[src/common/decode_pkg.sv]
package decode_pkg;

  localparam int lanes = 2;           // Instructions per bundle
  localparam int xlen = 32;
  localparam int ilen = 32;
  localparam int bundle_width = lanes * ilen;
  localparam int bundle_bytes = bundle_width / 8;

  localparam logic [xlen-1:0] reset_pc = 32'h0000_1000;

  typedef logic [4:0] reg_addr_t;

  typedef enum logic [3:0] {
    class_nop,
    class_alu,
    class_alu_imm,
    class_lui,
    class_auipc,
    class_jal,
    class_jalr,
    class_branch,
    class_load,
    class_store
  } op_class_t;

  // RV32I major opcodes
  localparam logic [6:0] op_lui    = 7'b0110111;
  localparam logic [6:0] op_auipc  = 7'b0010111;
  localparam logic [6:0] op_jal    = 7'b1101111;
  localparam logic [6:0] op_jalr   = 7'b1100111;
  localparam logic [6:0] op_branch = 7'b1100011;
  localparam logic [6:0] op_load   = 7'b0000011;
  localparam logic [6:0] op_store  = 7'b0100011;
  localparam logic [6:0] op_imm    = 7'b0010011;
  localparam logic [6:0] op_reg    = 7'b0110011;

  typedef struct packed {
    logic [6:0] funct7;
    reg_addr_t  rs2;
    reg_addr_t  rs1;
    logic [2:0] funct3;
    reg_addr_t  rd;
    logic [6:0] opcode;
  } r_view_t;

  typedef struct packed {
    logic [6:0] imm_hi;
    reg_addr_t  rs2;
    reg_addr_t  rs1;
    logic [2:0] funct3;
    logic [4:0] imm_lo;
    logic [6:0] opcode;
  } s_view_t;

  // Same word, register layout or split store/branch immediate
  typedef union packed {
    r_view_t r;
    s_view_t s;
  } instr_word_t;

endpackage

[src/fetch/fetch_unit.sv]
module fetch_unit (
  input  logic                               clock,
  input  logic                               reset,
  input  logic                               halt,
  input  logic                               clear,
  input  logic [decode_pkg::xlen-1:0]         redirect_pc,
  input  logic [decode_pkg::bundle_width-1:0] wb_dat_i,
  input  logic                               wb_ack,
  output logic                               wb_cyc,
  output logic                               wb_stb,
  output logic                               wb_we,
  output logic [decode_pkg::xlen-1:0]         wb_adr,
  output logic                               bundle_valid,
  output logic [decode_pkg::xlen-1:0]         bundle_pc,
  output logic [decode_pkg::bundle_width-1:0] bundle_data
);
  import decode_pkg::*;

  logic            busy;  // Bus cycle outstanding
  logic            drop;  // Cycle was redirected, discard its data
  logic            done;
  logic            start;
  logic [xlen-1:0] pc;

  assign done  = busy && wb_ack;
  assign start = !busy && !halt;

  assign wb_cyc = busy;
  assign wb_stb = busy;
  assign wb_we  = 1'b0;  // Read only master

  always_ff @(posedge clock) begin
    if (!reset) begin
      busy         <= 1'b0;
      drop         <= 1'b0;
      bundle_valid <= 1'b0;
      pc           <= reset_pc;
      wb_adr       <= reset_pc;
    end else begin
      bundle_valid <= done && !drop && !clear;

      if (start) begin
        busy   <= 1'b1;
        wb_adr <= clear ? redirect_pc : pc;  // Redirect takes effect at once
      end else if (done) begin
        busy <= 1'b0;
      end

      if (done) begin
        drop <= 1'b0;
      end else if (clear && busy) begin
        drop <= 1'b1;
      end

      if (clear) begin
        pc <= redirect_pc;
      end else if (done && !drop) begin
        pc <= pc + xlen'(bundle_bytes);
      end
    end
  end

  always_ff @(posedge clock) begin
    if (done) begin
      bundle_data <= wb_dat_i;
      bundle_pc   <= wb_adr;
    end
  end

  // Wishbone classic rules for the master side
  assert property (@(posedge clock) disable iff (!reset) wb_stb |-> wb_cyc);

  assert property (@(posedge clock) disable iff (!reset)
    wb_stb && !wb_ack |=> $stable(wb_adr));

endmodule

[src/decode/lane_decoder.sv]
module lane_decoder #(
  parameter int lane_index = 0
) (
  input  decode_pkg::instr_word_t     instr,
  input  logic [decode_pkg::xlen-1:0] bundle_pc,
  output logic [decode_pkg::xlen-1:0] pc,
  output decode_pkg::reg_addr_t       waddr,
  output decode_pkg::reg_addr_t       raddr1,
  output decode_pkg::reg_addr_t       raddr2,
  output logic [decode_pkg::xlen-1:0] imm,
  output decode_pkg::op_class_t       op_class,
  output logic                        wren,
  output logic                        rden1,
  output logic                        rden2,
  output logic                        exception
);
  import decode_pkg::*;

  logic [xlen-1:0] imm_i;
  logic [xlen-1:0] imm_s;
  logic [xlen-1:0] imm_b;
  logic [xlen-1:0] imm_u;
  logic [xlen-1:0] imm_j;
  logic            wr;
  logic            rd1;
  logic            rd2;

  assign pc = bundle_pc + xlen'(4 * lane_index);  // Slot offset inside bundle

  // Immediate formats
  assign imm_i = {{20{instr.r.funct7[6]}}, instr.r.funct7, instr.r.rs2};
  assign imm_s = {{20{instr.s.imm_hi[6]}}, instr.s.imm_hi, instr.s.imm_lo};
  assign imm_b = {{19{instr.s.imm_hi[6]}}, instr.s.imm_hi[6], instr.s.imm_lo[0],
                  instr.s.imm_hi[5:0], instr.s.imm_lo[4:1], 1'b0};
  assign imm_u = {instr.r.funct7, instr.r.rs2, instr.r.rs1, instr.r.funct3, 12'b0};
  assign imm_j = {{12{instr.r.funct7[6]}}, instr.r.rs1, instr.r.funct3, instr.r.rs2[0],
                  instr.r.funct7[5:0], instr.r.rs2[4:1], 1'b0};

  always_comb begin
    op_class  = class_nop;
    imm       = '0;
    wr        = 1'b0;
    rd1       = 1'b0;
    rd2       = 1'b0;
    exception = 1'b0;
    case (instr.r.opcode)
      op_reg: begin
        op_class = class_alu;
        {wr, rd1, rd2} = 3'b111;
      end
      op_imm: begin
        op_class = class_alu_imm;
        imm      = imm_i;
        {wr, rd1} = 2'b11;
      end
      op_lui: begin
        op_class = class_lui;
        imm      = imm_u;
        wr       = 1'b1;
      end
      op_auipc: begin
        op_class = class_auipc;
        imm      = imm_u;
        wr       = 1'b1;
      end
      op_jal: begin
        op_class = class_jal;
        imm      = imm_j;
        wr       = 1'b1;
      end
      op_jalr: begin
        op_class  = class_jalr;
        imm       = imm_i;
        {wr, rd1} = 2'b11;
        exception = instr.r.funct3 != 3'b000;
      end
      op_branch: begin
        op_class   = class_branch;
        imm        = imm_b;
        {rd1, rd2} = 2'b11;
        exception  = instr.r.funct3[2:1] == 2'b01;  // funct3 2 and 3 unused
      end
      op_load: begin
        op_class  = class_load;
        imm       = imm_i;
        {wr, rd1} = 2'b11;
        exception = instr.r.funct3 == 3'b011 || instr.r.funct3[2:1] == 2'b11;
      end
      op_store: begin
        op_class   = class_store;
        imm        = imm_s;
        {rd1, rd2} = 2'b11;
        exception  = instr.r.funct3 > 3'b010;  // Only sb, sh, sw
      end
      default: exception = 1'b1;
    endcase
    if (exception) begin
      op_class = class_nop;
      imm      = '0;
      wr       = 1'b0;
      rd1      = 1'b0;
      rd2      = 1'b0;
    end
  end

  assign wren   = wr && (instr.r.rd != '0);  // x0 is never written
  assign rden1  = rd1;
  assign rden2  = rd2;
  assign waddr  = wren ? instr.r.rd : '0;
  assign raddr1 = rd1 ? instr.r.rs1 : '0;
  assign raddr2 = rd2 ? instr.r.rs2 : '0;

endmodule

[src/decode/decode_register.sv]
module decode_register (
  input  logic                                         clock,
  input  logic                                         reset,
  input  logic                                         clear,
  input  logic                                         halt,
  input  logic                                         bundle_valid,
  input  logic [decode_pkg::lanes-1:0][decode_pkg::xlen-1:0] lane_pc,
  input  decode_pkg::reg_addr_t [decode_pkg::lanes-1:0]  lane_waddr,
  input  decode_pkg::reg_addr_t [decode_pkg::lanes-1:0]  lane_raddr1,
  input  decode_pkg::reg_addr_t [decode_pkg::lanes-1:0]  lane_raddr2,
  input  logic [decode_pkg::lanes-1:0][decode_pkg::xlen-1:0] lane_imm,
  input  decode_pkg::op_class_t [decode_pkg::lanes-1:0]  lane_class,
  input  logic [decode_pkg::lanes-1:0]                  lane_wren,
  input  logic [decode_pkg::lanes-1:0]                  lane_rden1,
  input  logic [decode_pkg::lanes-1:0]                  lane_rden2,
  input  logic [decode_pkg::lanes-1:0]                  lane_exception,
  output logic [decode_pkg::lanes-1:0]                  out_valid,
  output logic [decode_pkg::lanes-1:0][decode_pkg::xlen-1:0] out_pc,
  output decode_pkg::reg_addr_t [decode_pkg::lanes-1:0]  out_waddr,
  output decode_pkg::reg_addr_t [decode_pkg::lanes-1:0]  out_raddr1,
  output decode_pkg::reg_addr_t [decode_pkg::lanes-1:0]  out_raddr2,
  output logic [decode_pkg::lanes-1:0][decode_pkg::xlen-1:0] out_imm,
  output decode_pkg::op_class_t [decode_pkg::lanes-1:0]  out_class,
  output logic [decode_pkg::lanes-1:0]                  out_wren,
  output logic [decode_pkg::lanes-1:0]                  out_rden1,
  output logic [decode_pkg::lanes-1:0]                  out_rden2,
  output logic [decode_pkg::lanes-1:0]                  out_exception
);
  import decode_pkg::*;

  logic bubble;

  assign bubble = clear || halt || !bundle_valid;  // Clear beats an arriving bundle

  always_ff @(posedge clock) begin
    if (!reset || bubble) begin
      out_valid     <= '0;
      out_pc        <= '0;
      out_waddr     <= '0;
      out_raddr1    <= '0;
      out_raddr2    <= '0;
      out_imm       <= '0;
      out_wren      <= '0;
      out_rden1     <= '0;
      out_rden2     <= '0;
      out_exception <= '0;
      for (int i = 0; i < lanes; i++) begin
        out_class[i] <= class_nop;
      end
    end else begin
      out_valid     <= {lanes{1'b1}};
      out_pc        <= lane_pc;
      out_waddr     <= lane_waddr;
      out_raddr1    <= lane_raddr1;
      out_raddr2    <= lane_raddr2;
      out_imm       <= lane_imm;
      out_class     <= lane_class;
      out_wren      <= lane_wren;
      out_rden1     <= lane_rden1;
      out_rden2     <= lane_rden2;
      out_exception <= lane_exception;
    end
  end

  assert property (@(posedge clock) disable iff (!reset) clear |=> out_valid == '0);

endmodule

[src/decode_top.sv]
module decode_top (
  input  logic                                         clock,
  input  logic                                         reset,
  input  logic                                         halt,
  input  logic                                         clear,
  input  logic [decode_pkg::xlen-1:0]                   redirect_pc,
  input  logic [decode_pkg::bundle_width-1:0]           wb_dat_i,
  input  logic                                         wb_ack,
  output logic                                         wb_cyc,
  output logic                                         wb_stb,
  output logic                                         wb_we,
  output logic [decode_pkg::xlen-1:0]                   wb_adr,
  output logic [decode_pkg::lanes-1:0]                  out_valid,
  output logic [decode_pkg::lanes-1:0][decode_pkg::xlen-1:0] out_pc,
  output decode_pkg::reg_addr_t [decode_pkg::lanes-1:0]  out_waddr,
  output decode_pkg::reg_addr_t [decode_pkg::lanes-1:0]  out_raddr1,
  output decode_pkg::reg_addr_t [decode_pkg::lanes-1:0]  out_raddr2,
  output logic [decode_pkg::lanes-1:0][decode_pkg::xlen-1:0] out_imm,
  output decode_pkg::op_class_t [decode_pkg::lanes-1:0]  out_class,
  output logic [decode_pkg::lanes-1:0]                  out_wren,
  output logic [decode_pkg::lanes-1:0]                  out_rden1,
  output logic [decode_pkg::lanes-1:0]                  out_rden2,
  output logic [decode_pkg::lanes-1:0]                  out_exception
);
  import decode_pkg::*;

  logic                          bundle_valid;
  logic [xlen-1:0]               bundle_pc;
  logic [bundle_width-1:0]       bundle_data;
  logic [lanes-1:0][xlen-1:0]    lane_pc;
  logic [lanes-1:0][xlen-1:0]    lane_imm;
  reg_addr_t [lanes-1:0]         lane_waddr;
  reg_addr_t [lanes-1:0]         lane_raddr1;
  reg_addr_t [lanes-1:0]         lane_raddr2;
  op_class_t [lanes-1:0]         lane_class;
  logic [lanes-1:0]              lane_wren;
  logic [lanes-1:0]              lane_rden1;
  logic [lanes-1:0]              lane_rden2;
  logic [lanes-1:0]              lane_exception;

  fetch_unit u_fetch (
    .clock, .reset, .halt, .clear, .redirect_pc,
    .wb_dat_i, .wb_ack, .wb_cyc, .wb_stb, .wb_we, .wb_adr,
    .bundle_valid, .bundle_pc, .bundle_data
  );

  // Lane i decodes slot i of the bundle
  for (genvar i = 0; i < lanes; i++) begin : g_lane
    lane_decoder #(.lane_index(i)) u_lane (
      .instr     (bundle_data[i*ilen +: ilen]),
      .bundle_pc (bundle_pc),
      .pc        (lane_pc[i]),
      .waddr     (lane_waddr[i]),
      .raddr1    (lane_raddr1[i]),
      .raddr2    (lane_raddr2[i]),
      .imm       (lane_imm[i]),
      .op_class  (lane_class[i]),
      .wren      (lane_wren[i]),
      .rden1     (lane_rden1[i]),
      .rden2     (lane_rden2[i]),
      .exception (lane_exception[i])
    );
  end

  decode_register u_decode_reg (
    .clock, .reset, .clear, .halt, .bundle_valid,
    .lane_pc, .lane_waddr, .lane_raddr1, .lane_raddr2, .lane_imm, .lane_class,
    .lane_wren, .lane_rden1, .lane_rden2, .lane_exception,
    .out_valid, .out_pc, .out_waddr, .out_raddr1, .out_raddr2, .out_imm, .out_class,
    .out_wren, .out_rden1, .out_rden2, .out_exception
  );

endmodule

[config.mk]
export PLATFORM = sky130hd
export DESIGN_NAME = decode_top
export DESIGN_NICKNAME = d
export VERILOG_FILES = /design/src/common/decode_pkg.sv /design/src/fetch/fetch_unit.sv /design/src/decode/lane_decoder.sv /design/src/decode/decode_register.sv /design/src/decode_top.sv
export SDC_FILE = /design/constraint.sdc
export NUM_CORES = 1
export LEC_CHECK = 0
export BUFFER_PORTS_ARGS = -buffer_cell sky130_fd_sc_hd__buf_2
export CORE_MARGIN = 2
export CORE_UTILIZATION = 47
export CTS_CLUSTER_DIAMETER = 30
export DETAILED_ROUTE_END_ITERATION = 16
export PLACE_DENSITY_LB_ADDON = 0.2
export SETUP_SLACK_MARGIN = 0.3
export SLEW_MARGIN = 20
export SYNTH_ARGS = -nofsm -noshare
export SYNTH_HDL_FRONTEND = slang
export SYNTH_SLANG_ARGS = --single-unit
[constraint.sdc]
create_clock -name clock -period 3.5 [get_ports clock]
set_clock_uncertainty 0.15 [all_clocks]
set_input_delay 0 -clock clock [delete_from_list [all_inputs] [get_ports clock]]
set_output_delay 0 -clock clock [all_outputs]
set_load 0.05 [all_outputs]
# After elaboration in Yosys (flattened, before gate mapping)
# Index checks and enable logic that the tools add are counted.
# word_totals
ff_bits	339
in_bits	101
out_inout_bits	211
wordCells	128
# classes
add_sub_neg	2
n_lt_le_gt_ge	2
eq_ne	24
muxes	24
bitwise	7
reduce_logical	45
# op_table
op	n
case mux 32 bit (5 select lines)	2
two-way mux 32 bit	3
case mux 4 bit (9 select lines)	2
equality test 7 x 6 -> 1 bit (second input constant)	6
equality test 7 bit (second input constant)	6
adder 32 x 3 -> 32 bit (second input constant)	1
adder 32 x 4 -> 32 bit (second input constant)	1
equality test 7 x 5 -> 1 bit (second input constant)	4
OR reduction 2 bit	11
equality test 7 x 2 -> 1 bit (second input constant)	2
two-way mux 1 bit	14
OR reduction 7 bit	2
OR reduction 3 bit	4
OR reduction 6 bit	2
case mux 1 bit (5 select lines)	2
nonzero test 5 bit	2
OR reduction 5 bit	2
logical AND 1 bit	7
NOT 1 bit	7
equality test 3 x 2 -> 1 bit (second input constant)	2
greater-than comparator 3 x 2 -> 1 bit (second input constant)	2
zero test 1 bit	6
nonzero test 3 bit	2
logical OR 1 bit	5
other kinds (4)	7

# Depth between registers and ports, before layout
# Gate-level depths: netlist of run 1.
# depth
depth_word	7
depth_mapped	7
mapped_depth_nobuf	6

# By module
# From an unflattened synthesis of run 1, not the netlist that was laid out.
# unflattened
hier_cells	1285
area_unflattened_um2	13825.8
# modules_own_cells
module	instances	cells_per_inst	area_per_inst_um2	seq_area_each_um2
fetch_unit	1	470	6197.2	4224.1
decode_register	1	370	4808.4	3503.4
lane_decoder (g_lane[1].u_lane)	1	245	1517.7	0.0
lane_decoder (g_lane[0].u_lane)	1	200	1302.5	0.0

# Worst setup path after synthesis of run 1
# Ideal clock, no wire load.
# synth_timing
path_kind	reg-to-reg
start	register u_fetch.busy (netlist: u_fetch.wb_cyc)
end	register u_fetch.drop
setup_time_ns	0.116
arrival_ns	3.413
required_time_ns	3.234
path_slack_ns	-0.179
stages_incl_launch_ff	4
n_path_buf	0
period_less_slack_ns	3.679
path_cell_list	dfxtp_1 and2_1 nand2b_1 nor2_1
# synth_between
elab_chain_len	2
elab_cells_between_ends	3
cone_classes	3 x reduce/logical
# synth_lines
item	line	source
from (decl)	fetch_unit.sv:19	logic busy;
from (signal assigned)	fetch_unit.sv:34	busy <= 1'b0;
from (signal assigned)	fetch_unit.sv:43	busy <= 1'b1;
from (signal assigned)	fetch_unit.sv:46	busy <= 1'b0;
logical AND 1 bit	fetch_unit.sv:25	assign done = busy && wb_ack;
via u_fetch.done	fetch_unit.sv:21	logic done;
OR reduction 2 bit (no source line)	n/a	
to (signal assigned)	fetch_unit.sv:35	drop <= 1'b0;
to (signal assigned)	fetch_unit.sv:50	drop <= 1'b0;
to (signal assigned)	fetch_unit.sv:52	drop <= 1'b1;
to (decl)	fetch_unit.sv:20	logic drop;
# The timed path passes the listed nets, and every way through them passes these cells.
# A chain may end at the register's enable or synchronous reset.

# Worst setup path in the final report of run 1
# layout_timing
start	input reset
end	register u_decode_reg.out_imm[46] in the netlist's numbering
# layout_between
elab_chain_len	3
# layout_lines
item	line	source
from (decl)	decode_top.sv:3	input logic reset,
zero test 1 bit	decode_register.sv:36	if (!reset || bubble) begin
logical OR 1 bit	decode_register.sv:36	
OR reduction 2 bit (no source line)	n/a	
to (signal assigned)	decode_register.sv:56	out_imm <= lane_imm;
to (decl)	decode_register.sv:22	output logic [decode_pkg::lanes-1:0][decode_pkg::xlen-1:0] out_imm,
# No other way between the ends.

==> metrics.txt, run 1 <==
status finished, final reports clean; die width 165 um; vias per cell 5.16; post-synthesis sequential area ratio 0.633; commonest non-fill, non-tap cell in the layout buf_2; power per cell area 604 nW/um2; ys flop type dfxtp_1; syn nets 1205; Syn Std Cell Area 12200 um2; Post-synth EDFFs 96; CTS sink count 336; I/O Pins 312; worst-path maximum fanout 21; Root Driver clkbuf_16; hold crit path type input pin to flip-flop; Yosys warnings 0; first-pass GRT wire length 52500 um; Worst Max-Slew Pin Slew 1.06 ns; leakage power 7.79 nW; cells after synthesis 1102; Post-CTS Setup Bufs 0; Distinct cells, synth 56; synthesis-stage register bit count 336; antenna violations before repair 2; vias in the first global route 9959; setup ws final 0.502 ns; Core Rows 58; initial DRC count 797; max-cap violations 0; Antenna Nets Post-Route 0; TritonCTS buffer count 60; pre-CTS setup slack 0.782 ns; die span in y 165 um; share of cells above drive strength 1 0.262; HPWL after detailed placement 22100 um; final wirelength 34800 um; clock latency at the later pin of the worst-skew pair 0.57 ns; gr usage total 0.248; Post-synth ARST share 0; pins over their slew limit 0; layout net count 1704; largest net degree at the start of global routing 65; H-tree Lvls 2; RSZ-0062 raised after global routing false; CTS clk-pin slew, worst paths 0.05 ns; setup TNS 0 ns; Area Growth Syn to Fin 46.6%; Setup Viol. Count Final 0; Layout Utilization 0.705; CP Capture Type flip-flop; worst endpoint required time 3.83 ns; CTS tree built; Core Box Area 25300 um2; Synth Area per Inst 11.0 um2; Initial Util 0.481; WL per Instance 17.6 um; Tcrit/Tclk final 0.857; most frequent cells in the layout 310 x buf_2, 240 x dfxtp_1, 176 x dlygate4sd3_1; FMAX 0.334 GHz; Arr. time, crit path 3.32 ns; final hold vios 0; number of diodes 0; Min Hold Slack 0.0101 ns; Final Critical Period 3.00 ns; Routability Congestion 0.865; port buffer count 310; via count 10228; Slew HR 0.288; overflow left after global routing 0; clock tree buffer depth 3; startpoint types input pin; Die ar. 27200 um2; Power Total 10.8 mW; first drt pass iteration count 5; Peak VDD IR 0.433 mV; drt drc 0; critical path class input pin to flip-flop
==> where the power goes <==
group / internal, mW / total (mW) / switching, mW / leakage [nW]
combinational: 0.297 / 0.645 / 0.347 / 3.94
sequential: 4.12 / 4.23 / 0.110 / 2.84
clock: 3.98 / 5.88 / 1.90 / 1.02
total: 8.40 / 10.8 / 2.36 / 7.79
==> Yosys cell counts, types with 2 or more instances <==
cell type / instances / area, um2
buf_4: 7 / 52.6
o211a_1: 28 / 280
o32ai_1: 2 / 17.5
and4_1: 9 / 78.8
or2_2: 2 / 12.5
inv_1: 8 / 30.0
xor2_1: 31 / 272
nand2_1: 118 / 443
a21oi_1: 86 / 430
clkbuf_1: 46 / 173
nor2b_1: 12 / 75.1
o21ai_0: 52 / 260
buf_2: 7 / 35.0
o211ai_1: 2 / 15.0
nor3_1: 14 / 70.1
nor4_1: 7 / 43.8
or4_1: 4 / 30.0
nand3b_1: 4 / 30.0
and2_1: 74 / 463
a22oi_1: 9 / 67.6
a31oi_1: 3 / 18.8
or3_1: 8 / 50.1
a211oi_1: 3 / 22.5
o21a_1: 3 / 22.5
and3b_1: 3 / 26.3
nand4b_1: 3 / 26.3
and3_1: 21 / 131
xnor2_1: 21 / 184
nand3_1: 31 / 155
nor2_1: 66 / 248
o21ai_1: 2 / 10.0
nor4_2: 3 / 37.5
nor3b_1: 6 / 45.0
nor4b_1: 2 / 17.5
nand4_1: 21 / 131
dfxtp_1: 240 / 4800
edfxtp_1: 96 / 2880
nand2b_1: 6 / 37.5
ha_1: 2 / 25.0
mux2i_1: 24 / 240
==> timing repair <==
action                    in CTS  in global routing
resized for setup              0                  0
hold endpoints to repair     169                  0
hold buffers                 176                  0
==> state kept, by name, indices dropped and copies added, names as in the netlist <==
register                    count
u_decode_reg.out_class          8
u_decode_reg.out_exception      2
u_decode_reg.out_imm           64
u_decode_reg.out_pc            62
u_decode_reg.out_raddr1        10
u_decode_reg.out_raddr2        10
u_decode_reg.out_rden1          2
u_decode_reg.out_rden2          2
u_decode_reg.out_valid          1
u_decode_reg.out_waddr         10
u_decode_reg.out_wren           2
u_fetch.bundle_data            64
u_fetch.bundle_pc              32
u_fetch.bundle_valid            1
u_fetch.drop                    1
u_fetch.pc                     32
u_fetch.wb_adr                 32
u_fetch.wb_cyc                  1
==> path summary, 6_finish.rpt <==
kind                        startpoint  slack [ns]                  endpoint  cells past startpoint
hold / removal            wb_dat_i[32]        0.01   u_fetch.bundle_data[32]                      2
setup reg to reg        u_fetch.wb_cyc        0.58            u_fetch.pc[16]                      6
hold reg to reg   u_fetch.bundle_pc[0]        0.30   u_decode_reg.out_pc[32]                      1
setup / recovery                 reset        0.50  u_decode_reg.out_imm[46]                      9
==> through the flow <==
step,instances,cell area [um2]
final,1982,17800
after global routing,1982,17800
after CTS,1982,17800
after detailed placement,1693,14000
after global placement,1693,14000
after floorplan,1102,12200
==> cell families (layout without fill, tap and decap cells) <==
family,Yosys count,count (layout),synth area share
AO/OA/AOI/OAI,198,198,0.101
XOR/XNOR,52,52,0.0375
adder cells (fa/ha/maj),2,2,0.00206
buffers and inverters,68,618,0.0239
flip-flops,336,336,0.633
multiplexers,24,24,0.0198
other,1,1,0.000309
AND/OR/NAND/NOR,421,421,0.183
==> worst max-delay path: stages <==
cell	delay, ns
dlygate4sd3_1	0.54
buf_2	0.13
nor2b_2	0.16
dlygate4sd3_1	0.66
nand3b_2	0.35
inv_1	0.17
nand3_1	0.17
or4b_1	0.87
a21oi_1	0.26
==> final cells by class <==
type	count	area (um2)
sequential	336	7690
fill	1848	7440
multi-input combinational	698	4190
timing repair buffer	497	3410
clock buffer	79	1660
clock inverter	34	435
tap	330	413
inverter	8	30.0
==> layer usage <==
| layer | vias to the layer above | wire (um) | track usage |
|---|---|---|---|
| met4 | 4 | 1140 | 0.0988 |
| li1 | 4903 | - | - |
| met2 | 442 | 17000 | 0.423 |
| met5 | - | 31 | 0 |
| met1 | 4795 | 14100 | 0.305 |
| met3 | 84 | 2580 | 0.0560 |
Power figures use the tool's default switching activity.
==> inputs of run 2 (changes only) <==
- PLACE_DENSITY: not set -> 0.87
- PLACE_DENSITY_LB_ADDON: 0.2 -> not set
==> metrics.txt, run 2 (synthesized netlist as in run 1, its figures left out) <==
Slew HR 0.277; Setup Viol. Count Final 0; Die ar. 27200 um2; Core Box Area 25300 um2; vias per cell 5.58; antenna violations before repair 2; initial DRC count 989; Worst Max-Slew Pin Slew 1.08 ns; sw frac 0.241; TritonCTS buffer count 56; HPWL after detailed placement 22300 um; port buffer count 310; Tcrit/Tclk final 0.879; DR WL met3 3220 um; # fillers 1629; Initial Util 0.481; final wirelength 38800 um; Routability Congestion 0.929; overflow left after global routing 0; placed insts 1692; CTS sink count 336; Layout Utilization 0.694; largest net degree at the start of global routing 65; Logic pwr share 0.061; vias in the first global route 10738; CTS clk-pin slew, worst paths 0.06 ns; Final Critical Period 3.08 ns; CTS tree built; worst reg-to-reg setup slack 0.42 ns; sequential share of power 0.402; post-route cell area 17500 um2; FMAX 0.325 GHz; Clk pwr share 0.537; first-pass GRT wire length 57600 um; Non-Filler Instances 1957; gr usage total 0.274; Peak VDD IR 0.498 mV; max-cap violations 0; Antenna Nets Post-Route 0; RSZ-0062 raised after global routing false; hold crit path type input pin to flip-flop; worst-path maximum fanout 9; final hold vios 0; top flop regs u_decode_reg.out_imm: 64 flops, u_fetch.bundle_data: 64 flops, u_decode_reg.out_pc: 62 flops; via count 10922; P_int 8.01 mW; first drt pass iteration count 5; Area Growth Syn to Fin 44.3%; leakage power 7.65 nW; WL met2 19500 um; share of cells above drive strength 1 0.269; Core Rows 58; highest routed layer met4; H-tree Lvls 2; commonest non-fill, non-tap cell in the layout buf_2; worst endpoint required time 3.78 ns; critical path class flip-flop to flip-flop; Placed Area 14000 um2; Arr. time, crit path 3.36 ns; pins over their slew limit 0; M1 WL 14100 um; Root Driver clkbuf_16; status finished, final reports clean; most frequent cells in the layout 310 x buf_2, 240 x dfxtp_1, 156 x dlygate4sd3_1; power per cell area 601 nW/um2; I/O Pins 312; drt drc 0; CP Capture Type flip-flop; setup TNS 0 ns; die span in y 165 um; sw power 2.54 mW; layout net count 1679; clock latency at the later pin of the worst-skew pair 0.56 ns; WL per Instance 19.8 um; clock tree buffer depth 3; Post-CTS Setup Bufs 0; die width 165 um; startpoint types flip-flop
==> run 2: routing by layer <==
| layer | track usage | up-vias |
|---|---|---|
| met3 | 0.0640 | 162 |
| met5 | 0 | - |
| met4 | 0.156 | 0 |
| met1 | 0.303 | 5179 |
| met2 | 0.484 | 727 |
| li1 | - | 4854 |
==> run 2: path summary, 6_finish.rpt <==
check / startpoint / to / cells after the start
worst max-delay path: u_fetch.wb_cyc / u_fetch.pc[22] / 6
worst min-delay path: wb_dat_i[58] / u_fetch.bundle_data[58] / 2
worst max register to register: u_fetch.wb_cyc / u_fetch.pc[22] / 6
worst min register to register: u_fetch.bundle_pc[0] / u_decode_reg.out_pc[32] / 1
==> run 2: power by group through the flow <==
stage          Sequential, mW  Clock, mW  Combinational (mW)
4_1_cts                  4.23       5.69               0.612
2_1_floorplan            4.38          0               0.220
6_report                 4.24       5.66               0.642
3_5_place_dp             4.31          0               0.465
5_1_grt                  4.25       5.92               0.679
3_3_place_gp             4.30          0               0.457
==> run 2: what timing repair did <==
item / CTS / global route
setup endpoints to repair: 0 / 2
hold buffers: 154 / 2
gates resized for setup: 0 / 1
hold endpoints to repair: 168 / 2
==> run 2: worst max-delay path, stage by stage (launching register included) <==
cell and delay [ns]:
dfxtp_1 0.54, nand4b_1 0.16, nor4_2 0.87, nand4_1 0.22
xor2_1 0.27, a21oi_1 0.14, dlygate4sd3_1 0.59
==> run 2: per-stage QoR <==
stage	total power, mW	setup slack, ns	hold slack [ns]
3_5_place_dp	4.77	0.672	0.0281
3_3_place_gp	4.76	0.917	0.0277
4_1_cts	10.5	0.692	0.000405
6_report	10.5	0.425	0.0133
2_1_floorplan	4.60	0.854	-0.0559
5_1_grt	10.8	0.346	0.00758
==> run 2: cell type report <==
type | instances | area (um2) | area share
antenna | 3 | 7.51 | 0.000428
clock buffer | 65 | 1540 | 0.0878
clock inverter | 41 | 463 | 0.0264
inverter | 8 | 30.0 | 0.00171
multi-input combinational | 698 | 4200 | 0.239
sequential | 336 | 7690 | 0.438
tap | 330 | 413 | 0.0235
timing repair buffer | 476 | 3200 | 0.182
